$ cat src/source/bru_params.svh
`ifndef BRU_PARAMS_SVH
`define BRU_PARAMS_SVH

// Data path and instruction word width
`define BRU_DATA_W 32

// Word address width
// Byte address bits 31 down to 2
`define BRU_PC_W 30

// Instruction memory depth in words
`define BRU_IMEM_DEPTH 64

`endif
$ cat src/source/bruPkg.sv
`include "bru_params.svh"

package bruPkg;

  // Data and instruction word
  typedef logic [`BRU_DATA_W-1:0] word_t;
  // Word address, byte address without the low two bits
  typedef logic [`BRU_PC_W-1:0] pcWord_t;
  // Major opcode and register fields
  typedef logic [5:0] opcode_t;
  typedef logic [4:0] regIdx_t;
  // Operand source: 0 regA, 1 ALU result, 2 data read
  typedef logic [1:0] fwdSel_t;

  // Fetch master states
  typedef enum logic [1:0] {Idle, Addr, Data} fetchState_t;

  // Opcodes of interest to the front end
  localparam opcode_t opcBru  = 6'o46;
  localparam opcode_t opcBcc  = 6'o47;
  localparam opcode_t opcImm  = 6'o54;
  localparam opcode_t opcRtd  = 6'o55;
  localparam opcode_t opcBruI = 6'o56;
  localparam opcode_t opcBccI = 6'o57;

endpackage

$ cat src/source/branchFrontEnd.sv
`timescale 1ns/10ps

module branchFrontEnd
  import bruPkg::*;
(
  input  logic       gclk,
  input  logic       grst,
  // AXI4-Lite read channel
  output logic       arvalid,
  output word_t      araddr,
  output logic [2:0] arprot,
  input  logic       arready,
  input  logic       rvalid,
  input  word_t      rdata,
  input  logic [1:0] rresp,
  output logic       rready,
  // Values from the rest of the pipeline
  input  fwdSel_t    fwdSel,
  input  word_t      rResult,
  input  word_t      rDwbDi,
  input  word_t      rRegA,
  input  word_t      xResult,
  // Front end state
  output pcWord_t    pc,
  output pcWord_t    pcLink,
  output logic       dSkip,
  output logic       xSkip,
  output logic [1:0] atomBorder
);

  logic    advance;
  word_t   instr;
  pcWord_t fetchPc;
  logic    branchTaken;
  logic    delaySlot;

  // Instruction fetch over AXI4-Lite
  fetchAxiMaster fetch_i (
    .gclk    (gclk),
    .grst    (grst),
    .fetchPc (fetchPc),
    .arvalid (arvalid),
    .araddr  (araddr),
    .arprot  (arprot),
    .arready (arready),
    .rvalid  (rvalid),
    .rdata   (rdata),
    .rresp   (rresp),
    .rready  (rready),
    .advance (advance),
    .instr   (instr)
  );

  // Branch decode and resolution
  branchCond cond_i (
    .gclk        (gclk),
    .grst        (grst),
    .advance     (advance),
    .instr       (instr),
    .fwdSel      (fwdSel),
    .rResult     (rResult),
    .rDwbDi      (rDwbDi),
    .rRegA       (rRegA),
    .branchTaken (branchTaken),
    .delaySlot   (delaySlot)
  );

  // PC stages, skips and atomic marker
  pcPipeline pc_i (
    .gclk        (gclk),
    .grst        (grst),
    .advance     (advance),
    .instr       (instr),
    .branchTaken (branchTaken),
    .delaySlot   (delaySlot),
    .xResult     (xResult),
    .fetchPc     (fetchPc),
    .pc          (pc),
    .pcLink      (pcLink),
    .dSkip       (dSkip),
    .xSkip       (xSkip),
    .atomBorder  (atomBorder)
  );

endmodule

$ cat src/source/pcPipeline.sv
`timescale 1ns/10ps
`include "bru_params.svh"

module pcPipeline
  import bruPkg::*;
(
  input  logic       gclk,
  input  logic       grst,
  input  logic       advance,
  input  word_t      instr,
  input  logic       branchTaken,
  input  logic       delaySlot,
  input  word_t      xResult,
  output pcWord_t    fetchPc,
  output pcWord_t    pc,
  output pcWord_t    pcLink,
  output logic       dSkip,
  output logic       xSkip,
  output logic [1:0] atomBorder
);

  // PC stages
  // fetchPcQ next to fetch, ipcQ just fetched, pcQ resolving, linkQ one behind
  pcWord_t    fetchPcQ;
  pcWord_t    ipcQ;
  pcWord_t    pcQ;
  pcWord_t    linkQ;
  pcWord_t    nextFetch;

  // Skip tracking
  logic       fSkip;
  logic       skipQ;
  logic       xSkipQ;

  // Atomic border tracking
  opcode_t    opc;
  logic       holdsBorder;
  logic       fAtom;
  logic [1:0] atomQ;

  // Target on a taken branch, else next word
  assign nextFetch = branchTaken ? xResult[`BRU_DATA_W-1:2] : fetchPcQ + 1'b1;

  // Taken without delay slot cancels the fall-through
  assign fSkip = branchTaken && !delaySlot;
  // Registered copy stretches the cancel over one more advance
  assign dSkip = fSkip || skipQ;

  // IMM, RTD and branches keep the border open unless cancelled
  assign opc = instr[31:26];
  assign holdsBorder = ((opc == opcImm) || (opc == opcRtd) ||
                        (opc == opcBru) || (opc == opcBruI) ||
                        (opc == opcBcc) || (opc == opcBccI)) && !fSkip;
  assign fAtom = !holdsBorder;

  always_ff @(posedge gclk) begin
    if (grst) begin
      fetchPcQ <= '0;
      ipcQ     <= '0;
      pcQ      <= '0;
      linkQ    <= '0;
      skipQ    <= 1'b0;
      xSkipQ   <= 1'b0;
      atomQ    <= 2'b00;
    end else if (advance) begin
      fetchPcQ <= nextFetch;
      ipcQ     <= fetchPcQ;
      pcQ      <= ipcQ;
      linkQ    <= pcQ;
      skipQ    <= fSkip;
      xSkipQ   <= dSkip;
      // Low bit flips on each border-safe instruction
      atomQ    <= {atomQ[0], atomQ[0] ^ fAtom};
    end
  end

  assign fetchPc    = fetchPcQ;
  assign pc         = pcQ;
  assign pcLink     = linkQ;
  assign xSkip      = xSkipQ;
  assign atomBorder = atomQ;

endmodule

$ cat src/source/branchCond.sv
`timescale 1ns/10ps
`include "bru_params.svh"

module branchCond
  import bruPkg::*;
(
  input  logic    gclk,
  input  logic    grst,
  input  logic    advance,
  input  word_t   instr,
  input  fwdSel_t fwdSel,
  input  word_t   rResult,
  input  word_t   rDwbDi,
  input  word_t   rRegA,
  output logic    branchTaken,
  output logic    delaySlot
);

  // Instruction fields
  opcode_t opc;
  regIdx_t rd;
  regIdx_t ra;
  logic    isBru;
  logic    isBcc;

  // Decoded flags, before registering
  logic    careZeroD;
  logic    expectZeroD;
  logic    careSignD;
  logic    expectNegD;
  logic    needBothD;

  // Flags of the branch waiting to resolve
  logic    uncondQ;
  logic    careZeroQ;
  logic    expectZeroQ;
  logic    careSignQ;
  logic    expectNegQ;
  logic    needBothQ;
  logic    delayQ;
  opcode_t lastOpcQ;

  // Operand and compares
  word_t   operand;
  logic    isZero;
  logic    isNeg;
  logic    zeroHit;
  logic    signHit;
  logic    condHit;

  assign opc   = instr[31:26];
  assign rd    = instr[25:21];
  assign ra    = instr[20:16];
  assign isBru = (opc == opcBru) || (opc == opcBruI);
  assign isBcc = (opc == opcBcc) || (opc == opcBccI);

  // Condition code in rd[2:0]
  // Anything that is not a conditional branch leaves every care flag low
  always_comb begin
    careZeroD   = 1'b0;
    expectZeroD = 1'b0;
    careSignD   = 1'b0;
    expectNegD  = 1'b0;
    needBothD   = 1'b0;
    if (isBcc) begin
      case (rd[2:0])
        // Equal to zero
        3'd0: begin
          careZeroD   = 1'b1;
          expectZeroD = 1'b1;
        end
        // Not zero
        3'd1: begin
          careZeroD = 1'b1;
        end
        // Negative
        3'd2: begin
          careSignD  = 1'b1;
          expectNegD = 1'b1;
        end
        // Zero or negative
        3'd3: begin
          careZeroD   = 1'b1;
          expectZeroD = 1'b1;
          careSignD   = 1'b1;
          expectNegD  = 1'b1;
        end
        // Positive and non-zero, both tests must pass
        3'd4: begin
          careZeroD = 1'b1;
          careSignD = 1'b1;
          needBothD = 1'b1;
        end
        // Zero or positive
        3'd5: begin
          careZeroD   = 1'b1;
          expectZeroD = 1'b1;
          careSignD   = 1'b1;
        end
        default: begin
          careZeroD = 1'b0;
        end
      endcase
    end
  end

  always_ff @(posedge gclk) begin
    if (grst) begin
      uncondQ     <= 1'b0;
      careZeroQ   <= 1'b0;
      expectZeroQ <= 1'b0;
      careSignQ   <= 1'b0;
      expectNegQ  <= 1'b0;
      needBothQ   <= 1'b0;
      delayQ      <= 1'b0;
      lastOpcQ    <= '0;
    end else if (advance) begin
      uncondQ     <= isBru;
      careZeroQ   <= careZeroD;
      expectZeroQ <= expectZeroD;
      careSignQ   <= careSignD;
      expectNegQ  <= expectNegD;
      needBothQ   <= needBothD;
      // Delay bit sits in ra for BR, in rd for Bcc
      delayQ      <= (isBru && ra[4]) || (isBcc && rd[4]);
      lastOpcQ    <= opc;
    end
  end

  // Three-way forwarding of the compare operand
  always_comb begin
    case (fwdSel)
      2'd1:    operand = rResult;
      2'd2:    operand = rDwbDi;
      default: operand = rRegA;
    endcase
  end

  assign isZero  = (operand == '0);
  assign isNeg   = operand[`BRU_DATA_W-1];
  assign zeroHit = careZeroQ && (isZero == expectZeroQ);
  assign signHit = careSignQ && (isNeg == expectNegQ);
  assign condHit = needBothQ ? (zeroHit && signHit) : (zeroHit || signHit);

  assign branchTaken = uncondQ || condHit;
  assign delaySlot   = delayQ;

  // Taken result only for a branch opcode seen at the last advance
  aTakenIsBranch: assert property (@(posedge gclk) disable iff (grst)
    branchTaken |-> (lastOpcQ == opcBru) || (lastOpcQ == opcBruI) ||
                    (lastOpcQ == opcBcc) || (lastOpcQ == opcBccI))
    else $error("branch taken after a non-branch opcode");

endmodule

$ cat src/source/fetchAxiMaster.sv
`timescale 1ns/10ps

module fetchAxiMaster
  import bruPkg::*;
(
  input  logic        gclk,
  input  logic        grst,
  input  pcWord_t     fetchPc,
  output logic        arvalid,
  output word_t       araddr,
  output logic [2:0]  arprot,
  input  logic        arready,
  input  logic        rvalid,
  input  word_t       rdata,
  input  logic [1:0]  rresp,
  output logic        rready,
  output logic        advance,
  output word_t       instr
);

  fetchState_t state;

  // Byte address from the word PC
  // fetchPc only moves on advance, so it is stable for the whole AR phase
  assign araddr = {fetchPc, 2'b00};

  // Unprivileged, secure, data access
  assign arprot = 3'b000;

  always_ff @(posedge gclk) begin
    if (grst) begin
      state   <= Idle;
      arvalid <= 1'b0;
      rready  <= 1'b0;
      advance <= 1'b0;
      instr   <= '0;
    end else begin
      // Strobe lasts a single cycle
      advance <= 1'b0;
      case (state)
        // Advance cycle or first cycle out of reset
        Idle: begin
          arvalid <= 1'b1;
          state   <= Addr;
        end
        // Hold the request until the memory takes it
        Addr: begin
          if (arready) begin
            arvalid <= 1'b0;
            rready  <= 1'b1;
            state   <= Data;
          end
        end
        // Wait for the read beat
        Data: begin
          if (rvalid && rready) begin
            // Error responses still go down the pipe as an instruction
            instr   <= rdata;
            rready  <= 1'b0;
            advance <= 1'b1;
            state   <= Idle;
          end
        end
        default: begin
          state <= Idle;
        end
      endcase
    end
  end

  // Fetch address comes from the PC block and must not move mid request
  aAddrStable: assert property (@(posedge gclk) disable iff (grst)
    arvalid && !arready |=> arvalid && $stable(araddr))
    else $error("araddr or arvalid changed before acceptance");

  // One pipeline step per completed read
  aAdvancePulse: assert property (@(posedge gclk) disable iff (grst)
    advance |=> !advance)
    else $error("advance high on consecutive cycles");

  // Response code must be driven with the beat
  aRespKnown: assert property (@(posedge gclk) disable iff (grst)
    rvalid |-> !$isunknown(rresp))
    else $error("rresp unknown during rvalid");

endmodule

$ cat config.mk
export PLATFORM = sky130hd
export DESIGN_NAME = branchFrontEnd
export DESIGN_NICKNAME = d
export VERILOG_FILES = /design/src/source/bruPkg.sv /design/src/source/branchFrontEnd.sv /design/src/source/pcPipeline.sv /design/src/source/branchCond.sv /design/src/source/fetchAxiMaster.sv
export VERILOG_INCLUDE_DIRS = /design/src /design/src/source
export SDC_FILE = /design/constraint.sdc
export NUM_CORES = 1
export LEC_CHECK = 0
export BUFFER_PORTS_ARGS = -buffer_cell sky130_fd_sc_hd__buf_2
export CORE_MARGIN = 4
export CORE_UTILIZATION = 40
export CTS_CLUSTER_DIAMETER = 200
export DETAILED_ROUTE_END_ITERATION = 16
export PLACE_DENSITY = 0.68
export SYNTH_ARGS = -nofsm -noshare
export SYNTH_HDL_FRONTEND = slang
export SYNTH_SLANG_ARGS = --single-unit
export TNS_END_PERCENT = 10
$ cat constraint.sdc
create_clock -name gclk -period 3.5 [get_ports gclk]
set_clock_uncertainty 0.15 [all_clocks]
set_input_delay 0.35 -clock gclk [delete_from_list [all_inputs] [get_ports gclk]]
set_output_delay 0.35 -clock gclk [all_outputs]
set_load 0.05 [all_outputs]
-- Word level (Yosys, flattened, before mapping)
Index checks and enable logic that the tools add are counted.
- reduce and logical (&&, ||, !) cells: 36
- equality and inequality tests: 19
- bitwise operators: 2
- mux-type cells: 22
- $add $sub $neg: 1
- operators with widths (cell ; number):
    $pmux 32 s2 ; 1
    $eq 6x6->1 const B ; 6
    $logic_not 32->1 ; 1
    $add 30x1->30 const B ; 1
    $mux 30 ; 1
    $mux 1 ; 15
    $logic_or 1x1->1 ; 11
    $logic_and 1x1->1 ; 8
    $eq 3x2->1 const B ; 2
    $eq 3x3->1 const B ; 2
    $pmux 2 s3 ; 1
    $reduce_and 2->1 ; 3
    $reduce_or 5->1 ; 1
    $eq 2x1->1 const B ; 2
    $eq 2x2->1 const B ; 2
    $mux 2 ; 2
    $pmux 1 s2 ; 2
    $reduce_bool 2->1 ; 2
    $reduce_or 2->1 ; 2
    $reduce_or 4->1 ; 1
    $eq 3x1->1 const B ; 1
    $logic_not 1->1 ; 3
    $logic_not 3->1 ; 1
    $reduce_and 3->1 ; 1
    7 further kinds ; 8
- register bits: 168
- bits of input ports: 168
- output and inout bits: 101
- logic and storage cells: 99

-- Logic depth before layout (Yosys ltp)
Gate-level depths: netlist (run 1).
- depth in word-level cells: 13
- depth in mapped cells: 11
- gate-level depth less buffers: 10

-- Modules after synthesis
Synthesis (run 1) repeated with hierarchy kept, for this count alone.
- cells, all modules: 846
- area, all modules: 7529.7 µm²
- by module, submodules not included (module ; instances ; area an instance (µm²) ; seq. area each (µm²) ; cells an instance):
    pcPipeline ; 1 ; 5242.5 ; 2482.4 ; 565
    fetchAxiMaster ; 1 ; 1672.9 ; 740.7 ; 197
    branchCond ; 1 ; 614.3 ; 140.1 ; 84

-- Least setup slack after synthesis (run 1)
OpenSTA, ideal clock, no wires.
- path kind: input -> output
- start point: input fwdSel[0]
- end point: output dSkip
- data required time: 3.000 ns
- stages: 8
- path slack: 0.260 ns
- arrival: 2.740 ns
- path buffers: 0
- cells stage by stage: inv_1 > ha_1 > nor4b_2 > nand4_1 > or3_4 > o31ai_2 > o32ai_4 > o21bai_1
- cells in the longest elaborated chain, start to end: 10
- elaborated cells between the ends (all ways): 14
- those cells by class: eq/ne: 4; mux: 2; reduce/logical: 8
- ends and longest elaborated chain (what ; RTL line ; text):
    start, declared ; branchFrontEnd.sv:18 ; input fwdSel_t fwdSel,
    $eq 2x2->1 or $eq 2x1->1 (tied branches) ; branchCond.sv:132 ; case (fwdSel)
    $pmux 32 s2 * ; branchCond.sv:132 ;
    $logic_not 32->1 ; branchCond.sv:139 ; assign isZero = (operand == '0);
    $eq 1x1->1 ; branchCond.sv:141 ; assign zeroHit = careZeroQ && (isZero == expectZeroQ);
    $logic_and 1x1->1 ; branchCond.sv:141 ;
    $logic_or 1x1->1 or $logic_and 1x1->1 (tied branches) ; branchCond.sv:143 ; assign condHit = needBothQ ? (zeroHit && signHit) : (zeroHit || signHit);
    $mux 1 * ; branchCond.sv:143 ;
    $logic_or 1x1->1 * ; branchCond.sv:145 ; assign branchTaken = uncondQ || condHit;
    $logic_and 1x1->1 * ; pcPipeline.sv:45 ; assign fSkip = branchTaken && !delaySlot;
    $logic_or 1x1->1 * ; pcPipeline.sv:47 ; assign dSkip = fSkip || skipQ;
    end, declared ; branchFrontEnd.sv:26 ; output logic dSkip,
Every way passes the cells marked *; elsewhere a longest branch is shown, timed or not.

-- Worst setup path after layout (run 1)
Same ends and word-level chain as after synthesis.

==> impl_metrics.yaml, run 1 <==
status:
  status: "complete, no violations"
clock_tree:
  cts_made_buffers: 17
  holdBufCountCts: 3
  worst_setup_hold_path_clk_slew_ns: 0.06
  cts.root.buffer_cell: "sky130_fd_sc_hd__clkbuf_16"
  clock_tree.htree_level_count: 4
  cts_repair_resize_count: 0
  number_of_post_cts_setup_repair_buffers: 0
  cts.sinks: 147
  source_to_sink_clock_delay_at_the_later_pin_of_the_worst_skew_pair_ns: 0.42
  cts_tree: "yes"
  clockBufferDepth: 2
place:
  dpl.hpwl_mm: 13.15
  place.gp.congestion: 0.7821
  port-buffer-count: 238
cells_and_area:
  fin_util: 0.5234
  drive_above_1_share: 0.2906
  final_net_count: 1156
  fillerInstances: 1550
  area.growth.synth_to_final_pct: 28.78
synthesis:
  synth_largest_type_area_fraction: 0.4382
  synth_top_area_cell: "sky130_fd_sc_hd__dfxtp_1"
  post_synth_num_cell_types: 51
  yosys.area_share.xor_xnor: 0.001304
  ys_warn_count: 0
  synth-main-ff-cell: "sky130_fd_sc_hd__dfxtp_1"
  post_synth_mux_area_share: 0.1392
  yosys_register_bits: 147
  synth_top_family_by_area: "simple AND/OR/NAND/NOR gates"
  post-synth-top-count-cell: "sky130_fd_sc_hd__dfxtp_1"
  synthesis.area_um2: 6716
  synth_area_leaders: "sky130_fd_sc_hd__dfxtp_1 44%, sky130_fd_sc_hd__mux2i_1 14%, sky130_fd_sc_hd__nor2_1 6.9%"
  synth_enable_flop_cells: 0
  postSynth.asyncResetShare: 0
  synth_simple_gate_area_share: 0.2552
  cells_after_synth: 768
  synth_sequential_area_ratio: 0.4382
  synth-compound-area-share: 0.1099
  synth_adder_area_share: 0.005589
  synthesis.area_per_instance_um2: 8.745
  synth_common_cells: "147 x sky130_fd_sc_hd__dfxtp_1, 123 x sky130_fd_sc_hd__nor2_1, 92 x sky130_fd_sc_hd__mux2i_1"
setup_path:
  worst_path_max_delay_cell: "sky130_fd_sc_hd__or3_4"
  timing.setup.critical_path_class: "input pin to output port"
  cp_cell_sequence: "buf_2 -> inv_1 -> ha_1 -> nor4b_2 -> nand4_1 -> or3_4 -> o31ai_2 -> o32ai_4 -> o21bai_1 -> buf_2"
  crit_path_start_kind: "input pin"
  worst_ep_required_time_ns: 3.00
  timing.critical_path.arrival_ns: 2.72
  cpMostUsedCell: "sky130_fd_sc_hd__buf_2"
  critPathTopFamily: "simple AND/OR/NAND/NOR gates"
  worst-path-buf-inv: 3
  worstSetupEndpointType: "output port"
  timing.critical_path.fanout_max: 4
  crit_path_max_incr_delay_ns: 0.45
sta:
  finalCriticalPeriod_ns: 3.218
  timing.slew.headroom: 0.4688
  slew_viol_final: 0
  clock.fmax_ghz: 0.3108
  period_share: 0.9194
  setup_violations: 0
  setup_repair_after_global_routing_missed_its_margin: "no"
  report.final.hold_viol_count: 0
  timing_worst_slew_pin_value_ns: 0.7968
  tns_ns: 0
global_routing:
  gr_usage_total: 0.1933
  antenna_found_initial: 3
  globalRouteOverflowTotal: 0
  groute.layer.met3.usage: 0.05807
  wire_length_of_the_first_global_routing_pass_mm: 28.89
  largest_net_degree_at_the_start_of_global_routing: 136
  met1_usage: 0.2481
  busiest_layer: "met2"
  grt_pass1_vias: 5573
  grtUsageMet2: 0.3167
route:
  postRouteWirelength_mm: 18.94
  route.detailed.vias_per_inst: 5.173
  detail-route-antenna-nets: 0
  routed-via-count: 6306
  drt_pass_1_iters: 4
  drcViolationCount: 0
  drt_iter0_drc: 436
  wl_per_cell_um: 15.54
worst_hold_path:
  worstHoldPathType: "input pin to register"
die:
  num_rows: 47
  die_width_um: 137.6
  start_util: 0.4065
  io_pins: 269
  floorplan.die_area_um2: 18930
  fp.coreArea_um2: 16520
  fp.dieH_um: 137.6
power:
  power.density_nw_per_um2: 445.6
  vdd_drop_max_mv: 0.3430
  static-leakage-power_nw: 3.432
flow_run:
  max_cap_viols: 0
==> cells by family after synthesis <==
logic type | count (synthesis)
and+or+nand+nor | 341
DFF | 147
AOI/OAI and AO/OA | 103
muxes | 93
buffers and inverters | 79
adders and majority gates | 3
other | 1
xor gates and xnor gates | 1
==> cells in the final DEF (no fill, tap or decap), types with 4 or more instances in the layout <==
cell type	instances
sky130_fd_sc_hd__buf_2	237
sky130_fd_sc_hd__dfxtp_1	146
sky130_fd_sc_hd__nor2_1	123
sky130_fd_sc_hd__mux2i_1	92
sky130_fd_sc_hd__nand2_1	55
sky130_fd_sc_hd__nor4_1	36
sky130_fd_sc_hd__o21ai_0	30
sky130_fd_sc_hd__nand3_1	30
sky130_fd_sc_hd__nand4_1	24
sky130_fd_sc_hd__inv_1	20
sky130_fd_sc_hd__o311ai_0	20
sky130_fd_sc_hd__and3_1	19
sky130_fd_sc_hd__a21oi_1	19
sky130_fd_sc_hd__clkbuf_16	17
sky130_fd_sc_hd__nor4b_1	12
sky130_fd_sc_hd__nor3b_1	11
sky130_fd_sc_hd__buf_4	10
sky130_fd_sc_hd__nor3_1	8
sky130_fd_sc_hd__o311ai_1	7
sky130_fd_sc_hd__and2_1	5
sky130_fd_sc_hd__a22oi_1	5
sky130_fd_sc_hd__conb_1	5
sky130_fd_sc_hd__inv_6	5
sky130_fd_sc_hd__nor2b_1	4
sky130_fd_sc_hd__nand2b_1	4
sky130_fd_sc_hd__and4_1	4
sky130_fd_sc_hd__clkinvlp_4	4
==> state kept, by name, indices dropped and copies added (netlist names), 2 cells and up <==
name	count
fetch_i.instr	11
pc_i.pcLink	30
pc_i.fetchPc	30
pc_i.ipcQ	30
pc_i.pc	30
fetch_i.state	2
pc_i.atomBorder	2
==> final timing paths <==
path / start / to / cells after the start / slack (ns)
max: fwdSel[0] / dSkip / 10 / 0.28
min: rdata[25] / fetch_i.instr[25] / 3 / 0.02
max reg2reg: pc_i.fetchPc[2] / pc_i.fetchPc[29] / 8 / 0.71
min reg2reg: fetch_i.instr[28] / fetch_i.instr[28] / 2 / 0.31
==> area by class of cell <==
cell class                      count  area [um^2]  share of cell area
Clock buffer                       17        425.4             0.04918
Multi-Input combinational cell    546         3452              0.3991
Clock inverter                     15        137.6             0.01591
Timing Repair Buffer              252         1331              0.1539
Tap cell                          220        275.3             0.03182
Antenna cell                        1        2.502           0.0002893
Inverter                           21        78.83            0.009113
Sequential cell                   147         2947              0.3407
==> layer usage <==
metal | vias up | wire length [um] | share of wire
li1 | 3212 | - | -
met1 | 2861 | 8153 | 0.43
met2 | 217 | 9188 | 0.49
met3 | 16 | 1428 | 0.075
met4 | 0 | 170 | 0.0090
met5 | - | 0 | 0
==> worst reg2reg max path, delay by kind of cell (launching register included) <==
kind | cells | cell delay [ns]
AND/OR/NAND/NOR | 6 | 1.71
flip-flops | 1 | 0.46
AO/OA/AOI/OAI | 2 | 0.31
==> where the power goes <==
part	switching, mW	total [mW]	leakage (nW)	internal, mW
sequential	0.0631	1.77	1.19	1.71
combinational	0.239	0.365	1.98	0.126
clock	0.785	1.72	0.266	0.936
total	1.09	3.85	3.43	2.77
==> stage by stage <==
| step | hold WS (ns) | cells | power (mW) | cell area (um^2) | setup slack, ns |
|---|---|---|---|---|---|
| 4_1_cts | 0.0003459 | 1218 | 3.899 | 8647 | 0.2563 |
| 6_report | 0.01647 | 1219 | 3.855 | 8650 | 0.2822 |
| 5_1_grt | 0.006042 | 1219 | 4.007 | 8650 | 0.1505 |
| 3_5_place_dp | 0.2984 | 1183 | 2.170 | 8054 | 0.2903 |
| 2_1_floorplan | 0.2828 | 772 | 2.014 | 6731 | 0.2603 |
| 3_3_place_gp | 0.2930 | 1183 | 2.164 | 8054 | 0.3054 |
No activity file was read; power rests on OpenSTA's default activity.
==> run 2: changes to the inputs <==
CORE_UTILIZATION = 32   (was 40)
GPL_TIMING_DRIVEN = 0   (was not set)
PLACE_DENSITY = 0.57   (was 0.68)
==> impl_metrics.yaml, run 2 (synthesis results as in run 1) <==
power:
  vdd_drop_max_mv: 0.2912
  static-leakage-power_nw: 3.483
  power.density_nw_per_um2: 446.6
route:
  route.detailed.vias_per_inst: 5.117
  drt_iter0_drc: 443
  wl_per_cell_um: 17.39
  route.met3.wl_mm: 1.586
  top_layer: "met4"
  postRouteWirelength_mm: 22.82
  drt_pass_1_iters: 5
  detailroute.wirelength.met2_mm: 10.62
  wl_met1_mm: 10.23
  drcViolationCount: 0
  detail-route-antenna-nets: 0
  routed-via-count: 6713
setup_path:
  crit_path_start_kind: "input pin"
  timing.setup.critical_path_class: "input pin to output port"
  reg2reg_to: "pc_i.fetchPc[23]"
  worst-r2r-setup-slack_ns: 0.49
  worst_ep_required_time_ns: 3.00
  cp-endpoint: "dSkip"
  worstSetupEndpointType: "output port"
  timing.rr.start: "pc_i.fetchPc[2]"
  worst_setup_path_startpoint: "fwdSel[0]"
  timing.critical_path.fanout_max: 7
  worstRegToRegCells: 8
  timing.critical_path.arrival_ns: 2.74
sta:
  report.final.hold_viol_count: 0
  period_share: 0.9265
  clock.fmax_ghz: 0.3084
  setup_repair_after_global_routing_missed_its_margin: "no"
  timing.slew.headroom: 0.3918
  finalWorstSetupSlack_ns: 0.2572
  slew_viol_final: 0
  tns_ns: 0
  timing_worst_slew_pin_value_ns: 0.9124
  setup_violations: 0
  finalCriticalPeriod_ns: 3.243
die:
  start_util: 0.3288
  io_pins: 269
  die_width_um: 152.9
  floorplan.die_area_um2: 23370
  num_rows: 52
  fp.dieH_um: 152.9
  fp.coreArea_um2: 20430
place:
  port-buffer-count: 238
  numPlacedInstances: 1280
  place.gp.congestion: 0.8585
  place_worst_setup_slack_ns: 0.09888
  dpl.hpwl_mm: 17.23
clock_tree:
  cts_tree: "yes"
  cts_made_buffers: 17
  cts.sinks: 147
  worst_setup_hold_path_clk_slew_ns: 0.06
  source_to_sink_clock_delay_at_the_later_pin_of_the_worst_skew_pair_ns: 0.43
  cts.root.buffer_cell: "sky130_fd_sc_hd__clkbuf_16"
  number_of_post_cts_setup_repair_buffers: 0
  clockBufferDepth: 2
  clock_tree.htree_level_count: 4
cells_and_area:
  fillerInstances: 2087
  antenna_cells_inserted: 0
  multi_input_logic_area_um2: 3461
  drive_above_1_share: 0.2774
  fin_util: 0.4334
  layout_commonest_cell: "sky130_fd_sc_hd__buf_2"
  layout_common_cells: "241 x sky130_fd_sc_hd__buf_2, 147 x sky130_fd_sc_hd__dfxtp_1, 123 x sky130_fd_sc_hd__nor2_1"
  area.growth.synth_to_final_pct: 31.82
  layout.area.seq_um2: 2943
  final-instance-count-excl-fill: 1312
  final_net_count: 1201
global_routing:
  largest_net_degree_at_the_start_of_global_routing: 17
  globalRouteOverflowTotal: 0
  wire_length_of_the_first_global_routing_pass_mm: 35.31
  antenna_found_initial: 0
  gr_usage_total: 0.1885
  grt_pass1_vias: 6336
worst_hold_path:
  worstHoldPathType: "input pin to register"
flow_run:
  max_cap_viols: 0
status:
  status: "complete, no violations"
==> run 2: critical path, stage by stage <==
cell and delay, ns:
sky130_fd_sc_hd__buf_2 0.09, sky130_fd_sc_hd__inv_1 0.04, sky130_fd_sc_hd__ha_1 0.33, sky130_fd_sc_hd__nor4b_2 0.20, sky130_fd_sc_hd__nand4_1 0.16, sky130_fd_sc_hd__or3_4 0.46
sky130_fd_sc_hd__o31ai_4 0.35, sky130_fd_sc_hd__o32ai_4 0.19, sky130_fd_sc_hd__o21bai_1 0.26, sky130_fd_sc_hd__buf_2 0.31
==> run 2: metal layers <==
metal,global-route usage,vias up
li1,-,3299
met1,0.2524,3130
met4,0.05388,0
met2,0.3031,255
met3,0.04750,29
met5,0,-
==> run 2: report_power, final <==
group          switching [mW]  total (mW)  internal (mW)
clock network           0.764        1.79           1.03
registers              0.0653        1.77           1.71
logic                   0.260       0.390          0.130
total                    1.09        3.95           2.86
==> run 2: worst min-delay path by stage <==
stage,depth (start not counted),end,slack (ns),startpoint
floorplan,2,fetch_i.instr[29],0.28,fetch_i.instr[29]
global placement,2,fetch_i.instr[30],0.29,fetch_i.instr[30]
detailed placement,2,fetch_i.instr[30],0.30,fetch_i.instr[30]
CTS,3,fetch_i.instr[28],0.005,rdata[28]
global route,3,fetch_i.instr[28],0.02,rdata[28]
finish,3,fetch_i.instr[20],0.02,rdata[20]
==> run 2: repair_timing <==
| action | in CTS | in global routing |
|---|---|---|
| endpoints found under the hold margin | 1 | 0 |
| resized for setup | 0 | 1 |
| setup endpoints to repair | 0 | 1 |
| hold buffers | 1 | 0 |
==> run 2: layout make-up <==
class,count,area share
plain buffers,58,0.02911
clock buffers,19,0.05116
clock inverters,12,0.01371
inverters,21,0.008903
multi-input cells,546,0.3909
flip-flops and latches,147,0.3324
well taps,270,0.03816
repair buffers,239,0.1357
==> run 2: through the flow <==
step                      area, um^2  hold WS [ns]  total power [mW]
after global placement          8260        0.2925             2.199
final                           8853       0.01573             3.954
after floorplan                 6731        0.2828             2.014
after CTS                       8845      0.004908             3.989
after global routing            8853       0.01505             4.088
after detailed placement        8260        0.2992             2.200
